$ cat src/rtl/fx3_pkg.sv
package fx3_pkg;

    // fx3 slave fifo bus, 16-bit mode only
    localparam int DATA_W = 16;

    // words moved per burst, both directions
    localparam int BURST_LEN = 512;

    // counter wide enough for BURST_LEN-1
    localparam int CNT_W = 10;

    // idle gap between read burst and write burst
    // long enough to drain the read latency tail
    localparam int TURN_CYCLES = 10;

    // sampled slrd low to word on the bus
    localparam int READ_LATENCY = 2;

    // on-chip fifo address bits, depth is BURST_LEN
    localparam int FIFO_AW = 9;

    // counter compare values
    localparam logic [CNT_W-1:0] LAST_WORD_CNT = CNT_W'(BURST_LEN - 1);
    localparam logic [CNT_W-1:0] LAST_TURN_CNT = CNT_W'(TURN_CYCLES - 1);

    // fx3 socket addresses on A1:A0
    // out-fifo feeds us, in-fifo takes our data
    localparam logic [1:0] ADDR_OUT  = 2'b11;
    localparam logic [1:0] ADDR_IN   = 2'b00;
    localparam logic [1:0] ADDR_IDLE = 2'b10;

    // master sequencing
    typedef enum logic [1:0] {
        IDLE,
        READ,
        TURN,
        WRITE
    } master_state_t;

endpackage

$ cat src/rtl/burst_counter.sv
`timescale 1ns/1ps

module burst_counter (
    input  logic usb_clk,
    input  logic reset_,
    input  logic inc_i,
    input  logic clear_i,
    output logic burst_last_o,
    output logic turn_done_o
);

    logic [fx3_pkg::CNT_W-1:0] count;

    // clear wins over inc
    // fsm raises both on the cycle it leaves a state
    always_ff @(posedge usb_clk or negedge reset_) begin
        if (!reset_) begin
            count <= '0;
        end else if (clear_i) begin
            count <= '0;
        end else if (inc_i) begin
            count <= count + 1'b1;
        end
    end

    // last word of the burst going out this cycle
    // qualified with inc so a stalled write does not end the burst
    assign burst_last_o = (count == fx3_pkg::LAST_WORD_CNT) && inc_i;

    // final turnaround cycle
    assign turn_done_o = (count == fx3_pkg::LAST_TURN_CNT);

endmodule

$ cat config.mk
export PLATFORM = sky130hd
export DESIGN_NAME = burst_counter
export DESIGN_NICKNAME = d
export VERILOG_FILES = /design/src/rtl/fx3_pkg.sv /design/src/rtl/burst_counter.sv
export SDC_FILE = /design/constraint.sdc
export NUM_CORES = 1
export LEC_CHECK = 0
export BUFFER_PORTS_ARGS = -buffer_cell sky130_fd_sc_hd__buf_2
export CAP_MARGIN = 20
export CELL_PAD_IN_SITES_DETAIL_PLACEMENT = 2
export CELL_PAD_IN_SITES_GLOBAL_PLACEMENT = 2
export CORE_MARGIN = 5
export CORE_UTILIZATION = 30
export DETAILED_ROUTE_END_ITERATION = 12
export HOLD_SLACK_MARGIN = 0.15
export PLACE_DENSITY = 0.75
export SLEW_MARGIN = 40
export SYNTH_ARGS = -nofsm -noshare
export SYNTH_HDL_FRONTEND = slang
export SYNTH_SLANG_ARGS = --single-unit
$ cat constraint.sdc
create_clock -name usb_clk -period 1.4 [get_ports usb_clk]
set_input_delay 0.28 -clock usb_clk [delete_from_list [all_inputs] [get_ports usb_clk]]
set_output_delay 0.28 -clock usb_clk [all_outputs]
set_load 0.05 [all_outputs]
==> key figures <==
Clock tree
  – Clock Latency Late Sink: 280 ps
  – Clk buf depth: 2
  – CTS Sinks: 10
  – CTS clock-pin slew for the worst setup and hold paths: 80 ps
  – Clock tree root buffer cell: clkbuf_4
  – H-Tree Depth: 1
  – CTS tree: done
  – TritonCTS Buffers: 3

Pwr
  – Leakage: about 0.42 nW
  – Cell Pwr Density: ~670 nW/um^2
  – Worst-case vdd ir drop: 0.543 mV

Place
  – Post-detail-place hpwl: 1290 um
  – Port Buffers: 5
  – Pre-CTS setup slack: -397 ps
  – Placed instance count: 96
  – Final GP Congestion: 0.791

Global routing
  – M3 GR Usage: ~4.6%
  – Global-route wire length before repair: approximately 3800 um
  – Total congestion overflow: 0
  – GR Layer Usage met1: 22.2%
  – Largest net degree at the start of global routing: 11
  – Gr busiest metal: met2
  – Initial antenna violation count: 0
  – Global routing usage on met2: between 30% and 40%
  – Vias in the first global route: a little over 700
  – GRT Util Overall: approximately a fifth

Synthesis
  – Synth cell types: 23
  – Synth top area share: between 40% and 50%
  – Top cells by area, synth: dfrtp_1, xor2_1, a21oi_1
  – Seq cells post-synth: 10
  – Syn Std Cell Area: 536 um^2
  – Synthesized instance count: 53
  – FFs w/ async S/R, synth: between 90% and 100%
  – Mean Syn Cell Area: ~10 um^2
  – Area leader, netlist: dfrtp_1
  – Syn nets: 59
  – EDFF count, synth: 0
  – Ys Warns: 0
  – Top FF cell, synth: dfrtp_1
  – Sequential area share after synthesis: a little under half

Floorplanning
  – Area of the core: 1710 um^2
  – Die area: 2730 um^2
  – Starting Density: a little under a third
  – Die X-Extent: 52.3 um
  – Die Y: around 52 um
  – I/O pin total: 6
  – Cell Rows: 15

Setup path
  – Worst EP required: 1120 ps
  – R2r endpoint: count[8]
  – Worst path slowest cell: dfrtp_1
  – CP Class: flip-flop to output port
  – R2R setup slack: -260 ps
  – Maximum fanout along the worst path: 2
  – Worst Setup End Kind: output port
  – CP Buf/Inv Count: 2
  – Worst-path cell chain: inv_1 > ha_1 > nor4b_4 > nand3b_1 > nor4_4 > buf_6
  – Crit-path max cell delay: just under 400 ps
  – WP data arrival: between 1500 and 2000 ps
  – Crit start category: flip-flop
  – Worst r2r path cells: 7
  – Worst reg2reg path startpoint: count[6]
  – Crit path max-delay family: simple AND/OR/NAND/NOR gates

Timing
  – Slew Limit Fails: 0
  – Worst-margin pin slew: slightly below 300 ps
  – Setup violators final: 9
  – Final WS setup: -492 ps
  – Final Hold Fails: 0
  – Final Skew: slightly above 9 ps
  – Max frequency: around 0.53 GHz
  – Tcrit/Tclk final: 135%
  – Max-Slew Margin vs Limit: 80.3%
  – Unrepaired setup endpoints after global routing: yes
  – Fin crit period: 1890 ps

Route
  – Wire length per cell: 22.8 um
  – ANT nets after route: 0
  – Vias per inst: 5.18
  – Initial DRC count: 2
  – Via count: 580
  – TritonRoute pass-1 iters: 2
  – # DRC: 0
  – Final WL: about 2600 um

Final layout
  – Fillcell total: 148
  – Top Registers: count (10)
  – Proportion of layout cells with a drive suffix above 1: 60.9%
  – Max reg flops: 10
  – Final net count: between 90 and 100
  – Ant diodes: 0
  – Largest Register: count
  – Non-Filler Instances: approximately 110
  – Area grow syn2layout: 89.3%

Job
  – MaxCap Viol Count: 0

Status
  – Status: finished, violations left
  – Failing checks: setup timing

Min path
  – Hold Path Class: primary input to asynchronous set/reset pin
## synth_stat cells, drive strengths merged (2+ instances only)
library cell  instances
dfrtp                10
nand4                 3
nand2                 3
a21oi                 5
or3                   4
o21ai                 4
ha                    2
nor2                  5
nand3                 2
nor4                  2
xor2                  3
## report_power, final
part,leakage [nW],internal (mW),switching (mW)
clock network,0.0210,0.158,0.119
registers,0.138,0.295,0.00649
logic,0.259,0.0469,0.0494
total,0.418,0.500,0.175
## what timing repair did
item / in CTS / in global routing
setup buffers: 8 / 4
hold buffers: 1 / 0
hold endpoints to repair: 10 / 0
pin swaps: 11 / 5
endpoints found under the setup margin: 7 / 10
resized for setup: 26 / 10
## cells in the final DEF, fill, tap and decap left out, drive strengths merged
| master | count |
|---|---|
| clkbuf | 4 |
| nor4b | 1 |
| nand2 | 3 |
| nand3b | 1 |
| nand3 | 2 |
| a211oi | 1 |
| or3 | 4 |
| inv | 1 |
| buf | 31 |
| ha | 2 |
| dlygate4sd3 | 1 |
| o2111ai | 1 |
| nor4 | 2 |
| nor2 | 5 |
| o21ai | 4 |
| a21oi | 5 |
| o31ai | 1 |
| dfrtp | 10 |
| or4 | 1 |
| xnor2 | 1 |
| nand4 | 3 |
| xor2 | 3 |
## cell families after synthesis
logic type / synth area share [%]
xor gates and xnor gates: 6.54
and+or+nand+nor: 25.7
AOI/OAI and AO/OA: 14.0
buffers and inverters: 2.33
adders and majority gates: 4.67
DFF: 46.7
## routing by layer
| metal | routed length [um] | vias up |
|---|---|---|
| li1 | - | 265 |
| met1 | 1010 | 290 |
| met2 | 1360 | 14 |
| met3 | 64 | 11 |
| met4 | 119 | 0 |
| met5 | 0 | - |
## stage by stage
| step | power (mW) | util [%] | TNS (ps) | cell area, um^2 | hold slack [ps] |
|---|---|---|---|---|---|
| after global routing | 0.721 | 59.3 | -2720 | 1010 | 406 |
| after detailed placement | 0.369 | 42.5 | -1000 | 726 | 167 |
| after global placement | 0.364 | 42.5 | -583 | 726 | 161 |
| after CTS | 0.673 | 55.6 | -1500 | 950 | 397 |
| after floorplan | 0.332 | - | -533 | 566 | -15.6 |
| final | 0.675 | 59.3 | -2030 | 1010 | 405 |
## worst max-delay path by stage
stage               startpoint     endpoint  slack [ps]  cells past startpoint
floorplan             count[1]  turn_done_o        -350                      5
global placement      count[1]  turn_done_o        -220                      6
detailed placement    count[1]  turn_done_o        -400                      6
CTS                   count[1]  turn_done_o        -510                      6
global route          count[1]  turn_done_o        -590                      6
finish                count[1]  turn_done_o        -490                      6
## final cells by class
class	instances	area (um^2)	share of cell area, %
Sequential cell	10	250	24.7
Tap cell	25	31.3	3.09
Inverter	1	3.75	0.370
Timing Repair Buffer	32	277	27.3
Clock buffer	4	36.3	3.58
Multi-Input combinational cell	40	415	41.0
Note: power is estimated with default switching activity, not from simulation.
