`src/rtl/fx3_pkg.sv`:
```
package fx3_pkg;

    // fx3 slave fifo bus, 16-bit mode only
    localparam int DATA_W = 16;

    // words moved per burst, both directions
    localparam int BURST_LEN = 512;

    // counter wide enough for BURST_LEN-1
    localparam int CNT_W = 10;

    // idle gap between read burst and write burst
    // long enough to drain the read latency tail
    localparam int TURN_CYCLES = 10;

    // sampled slrd low to word on the bus
    localparam int READ_LATENCY = 2;

    // on-chip fifo address bits, depth is BURST_LEN
    localparam int FIFO_AW = 9;

    // counter compare values
    localparam logic [CNT_W-1:0] LAST_WORD_CNT = CNT_W'(BURST_LEN - 1);
    localparam logic [CNT_W-1:0] LAST_TURN_CNT = CNT_W'(TURN_CYCLES - 1);

    // fx3 socket addresses on A1:A0
    // out-fifo feeds us, in-fifo takes our data
    localparam logic [1:0] ADDR_OUT  = 2'b11;
    localparam logic [1:0] ADDR_IN   = 2'b00;
    localparam logic [1:0] ADDR_IDLE = 2'b10;

    // master sequencing
    typedef enum logic [1:0] {
        IDLE,
        READ,
        TURN,
        WRITE
    } master_state_t;

endpackage

```
`src/rtl/slave_fifo_port.sv`:
```
`timescale 1ns/1ps

module slave_fifo_port (
    input  logic                       usb_clk,
    input  logic                       reset_,
    input  logic                       flaga_i,
    input  logic                       flagc_i,
    input  logic                       flagd_i,
    input  logic [fx3_pkg::DATA_W-1:0] fdata_i,
    input  logic                       rd_req_i,
    input  logic                       wr_req_i,
    input  logic                       cs_i,
    input  logic [1:0]                 fifo_addr_i,
    input  logic [fx3_pkg::DATA_W-1:0] wr_data_i,
    output logic                       out_ready_o,
    output logic                       in_ready_o,
    output logic                       push_o,
    output logic [fx3_pkg::DATA_W-1:0] push_data_o,
    output logic                       slcs_n_o,
    output logic                       slrd_n_o,
    output logic                       sloe_n_o,
    output logic                       slwr_n_o,
    output logic [1:0]                 fifo_addr_o,
    output logic [fx3_pkg::DATA_W-1:0] fdata_o,
    output logic                       fdata_oe_o
);

    logic flaga_q;
    logic flagc_q;
    logic flagd_q;

    // one bit per word in flight on the read side
    logic [fx3_pkg::READ_LATENCY-1:0] rd_pipe;

    // flag sampling, flags are async to our decisions
    always_ff @(posedge usb_clk or negedge reset_) begin
        if (!reset_) begin
            flaga_q <= 1'b0;
            flagc_q <= 1'b0;
            flagd_q <= 1'b0;
        end else begin
            flaga_q <= flaga_i;
            flagc_q <= flagc_i;
            flagd_q <= flagd_i;
        end
    end

    // out socket has data only with both flags up
    assign out_ready_o = flagc_q & flagd_q;
    assign in_ready_o  = flaga_q;

    // pin strobes, all active low and registered
    // sloe follows slrd so the fx3 drives the bus while we read
    always_ff @(posedge usb_clk or negedge reset_) begin
        if (!reset_) begin
            slcs_n_o    <= 1'b1;
            slrd_n_o    <= 1'b1;
            sloe_n_o    <= 1'b1;
            slwr_n_o    <= 1'b1;
            fdata_oe_o  <= 1'b0;
            fifo_addr_o <= fx3_pkg::ADDR_IDLE;
            rd_pipe     <= '0;
        end else begin
            slcs_n_o    <= ~cs_i;
            slrd_n_o    <= ~rd_req_i;
            sloe_n_o    <= ~rd_req_i;
            slwr_n_o    <= ~wr_req_i;
            fdata_oe_o  <= wr_req_i;
            fifo_addr_o <= fifo_addr_i;
            // fx3 sees slrd low on this edge, word arrives READ_LATENCY edges later
            rd_pipe     <= {rd_pipe[fx3_pkg::READ_LATENCY-2:0], ~slrd_n_o};
        end
    end

    // capture read word on the edge it is valid
    assign push_o      = rd_pipe[fx3_pkg::READ_LATENCY-1];
    assign push_data_o = fdata_i;

    // write word lines up with slwr low
    always_ff @(posedge usb_clk) begin
        if (wr_req_i) begin
            fdata_o <= wr_data_i;
        end
    end

endmodule

```
`config.mk`:
```
export PLATFORM = sky130hd
export DESIGN_NAME = slave_fifo_port
export DESIGN_NICKNAME = d
export VERILOG_FILES = /design/src/rtl/fx3_pkg.sv /design/src/rtl/slave_fifo_port.sv
export SDC_FILE = /design/constraint.sdc
export NUM_CORES = 1
export LEC_CHECK = 0
export BUFFER_PORTS_ARGS = -buffer_cell sky130_fd_sc_hd__clkbuf_2
export CORE_MARGIN = 8
export CORE_UTILIZATION = 35
export CTS_BUF_LIST = sky130_fd_sc_hd__clkbuf_16
export CTS_CLUSTER_SIZE = 30
export DETAILED_ROUTE_END_ITERATION = 12
export HOLD_SLACK_MARGIN = 0.02
export PLACE_DENSITY = 0.77
export SYNTH_ARGS = -nofsm -noshare
export SYNTH_HDL_FRONTEND = slang
export SYNTH_SLANG_ARGS = --single-unit
```
`constraint.sdc`:
```
create_clock -name usb_clk -period 0.8 [get_ports usb_clk]
set_input_delay 0.04 -clock usb_clk [delete_from_list [all_inputs] [get_ports usb_clk]]
set_output_delay 0.04 -clock usb_clk [all_outputs]
set_load 0.01 [all_outputs]
```
==> results of run 1 <==
## cells by family after synthesis
kind of cell           count (synthesis)  synth area share, %
DFF                                   27                83.63
and+or+nand+nor                        1               0.6882
buffers and inverters                 21                15.68
## report_power, final
part	total [mW]	switching, mW	internal, mW
logic	0.341	0.142	0.199
clock network	1.06	0.391	0.666
registers	1.62	0.0283	1.59
## per-layer routing
layer | vias up | routed length (um) | global-route usage (%)
met5 | - | 0 | 0
met4 | 0 | 17 | 4.178
met3 | 6 | 365 | 5.034
met2 | 45 | 904 | 14.70
met1 | 224 | 727 | 8.468
li1 | 266 | - | -
## metrics by stage
step | setup slack, ns | hold WS (ns) | instance area, um2 | cells | utilization [%]
after floorplan | 0.09932 | -0.2556 | 909.6 | 49 | -
after global placement | 0.08349 | -0.07042 | 1075 | 113 | 43.38
after detailed placement | 0.06073 | -0.07094 | 1075 | 113 | 43.38
after CTS | -0.1759 | 0.08007 | 1394 | 141 | 56.26
after global routing | -0.1949 | 0.08002 | 1438 | 141 | 58.03
final | -0.1596 | 0.08000 | 1438 | 141 | 58.03
## synthesized netlist by cell type
cell and number:
inv_1 4, dfrtp_1 7, buf_4 17, dfstp_2 4, edfxtp_1 16, and2_1 1
## what timing repair did
item,in CTS,in global routing
hold buffers,24,0
setup buffers,0,0
setup endpoints to repair,15,25
resized for setup,0,15
endpoints found under the hold margin,34,0
## registers in the layout, indices dropped and copies added (netlist names)
| name | flops |
|---|---|
| flagc_q | 1 |
| fifo_addr_o | 2 |
| in_ready_o | 1 |
| slwr_n_o | 1 |
| flagd_q | 1 |
| fdata_o | 16 |
| slcs_n_o | 1 |
| fdata_oe_o | 1 |
| sloe_n_o | 1 |
| rd_pipe | 2 |
## cell type report
type	instances	area share, %
clock buffers	3	5.222
clock inverters	1	0.2611
inverters	4	1.044
multi-input cells	1	0.4352
flip-flops and latches	27	52.92
well taps	30	2.611
repair buffers	75	37.51
## worst max-delay path by stage
| stage | slack, ns | startpoint | to | cells past startpoint |
|---|---|---|---|---|
| after CTS | -0.18 | sloe_n_o$_DFF_PN1_ | sloe_n_o | 1 |
| final | -0.16 | sloe_n_o$_DFF_PN1_ | sloe_n_o | 1 |
| after global placement | 0.08 | wr_req_i | fdata_o[4]$_DFFE_PP_ | 1 |
| after detailed placement | 0.06 | wr_req_i | fdata_o[4]$_DFFE_PP_ | 1 |
| after floorplan | 0.1 | sloe_n_o$_DFF_PN1_ | slrd_n_o | 1 |
| after global routing | -0.19 | sloe_n_o$_DFF_PN1_ | sloe_n_o | 1 |
## placed cells by master, fill, tap and decap left out, drive strengths merged
cell / netlist / routed
and2: 1 / 1
buf: 17 / 7
clkbuf: 0 / 47
dfrtp: 7 / 7
dfstp: 4 / 4
dlygate4sd3: 0 / 24
edfxtp: 16 / 16
inv: 4 / 5
==> metrics.cfg, run 1 <==
[status]
outcome = complete, but fails checks
violations = setup timing

[sta]
hold_viol = 0
tightestPinTransition_ns = 0.3915
rsz0062_at_grt = true
final.setup_skew_ns = 0.001351
timing.fmax_mhz = 1042
slew_viol_final = 0
tns_ns = -0.7666
slew_headroom_pct = 73.90
setup_violations = 8
fin_crit_sh_pct = 119.9
fin_crit_ns = 0.9596
setup_ws_ns = -0.1596

[clock_tree]
cts.path.max_buffers = 2
clkLatencyLatePin_ns = 0.25
cts_root_buffer = clkbuf_16
cts_tree = done
cts_inserted_buffers = 3
clkTransAtPathRegs_ns = 0.06
cts_max_level = 1
cts_sinks = 27

[final_layout]
layout.area.seq_um2 = 760.7
multi_input_area_um2 = 6.256
layout-drive-gt1-share_pct = 52.25
diodes = 0
areaGrowthSynthToFinish_pct = 58.05
fin_nets = 154
fillers = 188

[worst_hold_path]
whs_path_depth = 0
hold_path.class = input port to output pin
worstHoldStart = fdata_i[12]
hold_path_end = push_data_o[12]

[worst_setup_path]
slowest_stage = dfstp_2
path_max_fanout = 3
path_cells = buf_6
r2r_setup_slack_ns = 0.09
r2r-start = sloe_n_o$_DFF_PN1_
critPathLaunchType = register
reg2reg_to = rd_pipe[0]$_DFF_PN0_
cp-end-kind = output pin
cpPeakStageDelay_ns = 0.56
worst_ep_required_time_ns = 0.76
crit_family = flip-flops
critPathKind = register to output pin
path_buf_inv = 1
ff2ff_path_depth = 1
cp.arrival_ns = 0.92

[die]
die-area_um2 = 4486
die_h_um = 66.98
std_cell_rows = 18
core_um2 = 2477
io_pins = 84
start_util_pct = 36.72
die_width_um = 66.98

[synth]
netlist_area_um2 = 909.6
yosys_warnings = 0
yosysSeqAreaShare_pct = 83.63
synth_top_area_share_pct = 52.82
syn_area_per_cell_um2 = 18.56
yosysTopAreaCell = edfxtp_1
synth_cells = 49
synthTopCellsByArea = edfxtp_1 53%, dfrtp_1 19%, buf_4 14%, dfstp_2 12%, inv_1 1.7%
yosys.cell_types.count = 6
synth_fp_nets = 91
yosys_register_bits = 27

[routing]
dr.pass1.iters = 2
detail_route.iter0.violations = 2
drc = 0
postRouteAntennaNets = 0
avgViaCountPerCell = 3.837
vias = 541
wl_um = 2015
wl_per_cell_um = 14.29

[global_routing]
grt_antenna_before_repair = 0
grt_pass1_wl_um = 2891
grt_pass1_vias = 602
grt_start_max_net_pins = 19
gr-total-overflow = 0
grt_usage_pct = 8.760

[power_and_ir_drop]
power_leakage_nw = 0.6721
power_density_nw_per_um2 = 2098
fin_total_pwr_mw = 3.016
ir_drop_mv = 1.407

[place]
dp_hpwl_um = 1507
gp_congestion = 0.6920
io_buffers = 51

[flow_run]
cap_violations = 0

(Power assumes the default switching activity.)
==> run 2, diff against run 1 <==
--- a/config.mk
+++ b/config.mk
@@ -16,3 +16,4 @@
 export SYNTH_ARGS = -nofsm -noshare
 export SYNTH_HDL_FRONTEND = slang
 export SYNTH_SLANG_ARGS = --single-unit
+export TNS_END_PERCENT = 1
==> constraint.sdc (replaced) <==
create_clock -name usb_clk -period 0.8 [get_ports usb_clk]
set_input_delay 0.04 -clock usb_clk [delete_from_list [all_inputs] [get_ports usb_clk]]
set_output_delay 0.04 -clock usb_clk [all_outputs]
set_load 0.02 [all_outputs]
==> metrics.cfg, run 2 (same netlist as run 1, synthesis figures left out) <==
[status]
outcome = complete, but fails checks  ; unchanged
violations = setup timing  ; unchanged

[die]
die_h_um = 66.98  ; unchanged
die-area_um2 = 4486  ; unchanged
die_width_um = 66.98  ; unchanged
std_cell_rows = 18  ; unchanged
start_util_pct = 36.72  ; unchanged
core_um2 = 2477  ; unchanged
io_pins = 84  ; unchanged

[worst_setup_path]
path_max_fanout = 3  ; unchanged
worst_ep_required_time_ns = 0.76  ; about the same
cpPeakStageDelay_ns = 0.57  ; was 0.56 ns
slowest_stage = dfstp_2  ; unchanged
critPathLaunchType = register  ; unchanged
path_cells = buf_8  ; was buf_6
cp.arrival_ns = 0.94  ; was 0.92 ns
crit_family = flip-flops  ; unchanged
critPathKind = register to output pin  ; unchanged
path_buf_inv = 1  ; unchanged
cp-end-kind = output pin  ; unchanged

[global_routing]
grt_usage_pct = 8.506  ; was 8.760%
grt_start_max_net_pins = 19  ; unchanged
gr-total-overflow = 0  ; unchanged
grt_pass1_wl_um = 2856  ; was 2891 um
grt_antenna_before_repair = 0  ; unchanged
grt_pass1_vias = 574  ; was 602

[place]
io_buffers = 51  ; unchanged
gp_congestion = 0.6949  ; was 0.6920
dp_hpwl_um = 1462  ; was 1507 um
pre_cts_slack_ns = 0.04637  ; was 0.06073 ns
placed_cell_area_um2 = 1075  ; unchanged

[power_and_ir_drop]
internal_power_mw = 2.465  ; was 2.455 mW
ir_drop_mv = 1.765  ; was 1.407 mV
sequentialPowerShare_pct = 52.0  ; was 53.6%
p_clk_share_pct = 34.5  ; was 35.0%
p_sw_share_pct = 20.57  ; was 18.61%
power_density_nw_per_um2 = 2148  ; was 2098 nW/um2
p_sw_mw = 0.6385  ; was 0.5614 mW
power_leakage_nw = 0.6693  ; was 0.6721 nW
combinationalPowerShare_pct = 13.5  ; was 11.3%

[sta]
fin_crit_sh_pct = 122.9  ; was 119.9%
timing.fmax_mhz = 1017  ; was 1042 MHz
final.setup_skew_ns = 0.0001738  ; was 0.001351 ns
fin_crit_ns = 0.9834  ; was 0.9596 ns
rsz0062_at_grt = true  ; unchanged
setup_violations = 24  ; was 8
tightestPinTransition_ns = 0.4066  ; was 0.3915 ns
slew_viol_final = 0  ; unchanged
hold_viol = 0  ; unchanged
tns_ns = -1.102  ; was -0.7666 ns
setup_ws_ns = -0.1834  ; was -0.1596 ns
slew_headroom_pct = 72.90  ; was 73.90%

[final_layout]
layout-drive-gt1-share_pct = 53.15  ; was 52.25%
largest_reg_flops = 16  ; unchanged
areaGrowthSynthToFinish_pct = 58.87  ; was 58.05%
fillers = 195  ; was 188
layout_commonest_cell = clkbuf_2  ; unchanged
fin_nets = 154  ; unchanged
layout_common_cells = 26 x clkbuf_2, 24 x dlygate4sd3_1, 20 x buf_2, 16 x edfxtp_1, 7 x dfrtp_1  ; was 44 x clkbuf_2, 24 x dlygate4sd3_1, 16 x edfxtp_1, 7 x dfrtp_1, 7 x buf_6
fin_area_um2 = 1445  ; was 1438 um2
diodes = 0  ; unchanged
top_register = fdata_o  ; unchanged
largest_registers = fdata_o x16, fifo_addr_o x2, rd_pipe x2  ; unchanged

[clock_tree]
cts_tree = done  ; unchanged
cts_sinks = 27  ; unchanged
cts_max_level = 1  ; unchanged
cts_inserted_buffers = 3  ; unchanged
cts.path.max_buffers = 2  ; unchanged
clkLatencyLatePin_ns = 0.25  ; about the same
clkTransAtPathRegs_ns = 0.06  ; about the same
cts_root_buffer = clkbuf_16  ; unchanged

[routing]
dr.pass1.iters = 2  ; unchanged
avgViaCountPerCell = 3.830  ; was 3.837
wl_um = 1976  ; was 2015 um
wl_per_cell_um = 14.01  ; was 14.29 um
drc = 0  ; unchanged
detail_route.iter0.violations = 17  ; was 2
vias = 540  ; was 541
postRouteAntennaNets = 0  ; unchanged

[worst_hold_path]
hold_path.class = input port to output pin  ; unchanged

[flow_run]
cap_violations = 0  ; unchanged

-- run 2: layout make-up --
type / instances / area, um2 / share of cell area, %
Sequential cell: 27 / 760.7 / 52.64
Timing Repair Buffer: 75 / 545.5 / 37.75
Clock buffer: 3 / 75.07 / 5.195
Tap cell: 30 / 37.54 / 2.597
Inverter: 4 / 15.01 / 1.039
Multi-Input combinational cell: 1 / 6.256 / 0.4329
Clock inverter: 1 / 5.005 / 0.3463
-- run 2: layer usage --
layer | part of all wire, % | vias to the layer above | global-route usage (%)
li1 | - | 266 | -
met1 | 37 | 225 | 9.438
met2 | 41 | 43 | 11.95
met3 | 21 | 6 | 5.537
met4 | 0.86 | 0 | 4.961
met5 | 0 | - | 0
-- run 2: final timing paths --
path                                      start                        to  slack, ns  cells after the start
max reg2reg                  sloe_n_o$_DFF_PN1_      rd_pipe[0]$_DFF_PN0_       0.08                      1
min in group asynchronous                reset_  fifo_addr_o[0]$_DFF_PN0_       0.19                      2
min reg2reg                rd_pipe[0]$_DFF_PN0_      rd_pipe[1]$_DFF_PN0_       0.35                      0
max                          sloe_n_o$_DFF_PN1_                  sloe_n_o      -0.18                      1
min                                 fdata_i[12]           push_data_o[12]       0.08                      0
max in group asynchronous                reset_        slwr_n_o$_DFF_PN1_       0.34                      2
-- run 2: through the flow --
| stage | hold slack (ns) | cells | utilization (%) | total power, mW |
|---|---|---|---|---|
| global placement | -0.06594 | 113 | 43.38 | 1.937 |
| finish | 0.08001 | 141 | 58.33 | 3.104 |
| global route | 0.08003 | 141 | 58.33 | 3.256 |
| CTS | 0.08014 | 141 | 58.08 | 3.152 |
| detailed placement | -0.06716 | 113 | 43.38 | 1.944 |
| floorplan | -0.2556 | 49 | - | 1.890 |
-- run 2: power by group through the flow --
| stage | logic (mW) | clock network, mW | registers [mW] |
|---|---|---|---|
| after floorplan | 0.133 | 0 | 1.76 |
| after global placement | 0.299 | 0 | 1.64 |
| after detailed placement | 0.304 | 0 | 1.64 |
| after CTS | 0.416 | 1.12 | 1.61 |
| after global routing | 0.447 | 1.19 | 1.62 |
| final | 0.418 | 1.07 | 1.62 |
-- run 2: repair_timing --
action	4_1_cts	5_1_grt
hold endpoints to repair	34	0
pin swaps	0	0
gates resized for setup	10	25
hold buffers	24	0
setup endpoints to repair	26	26
cloned	0	0
buffers inserted	0	0
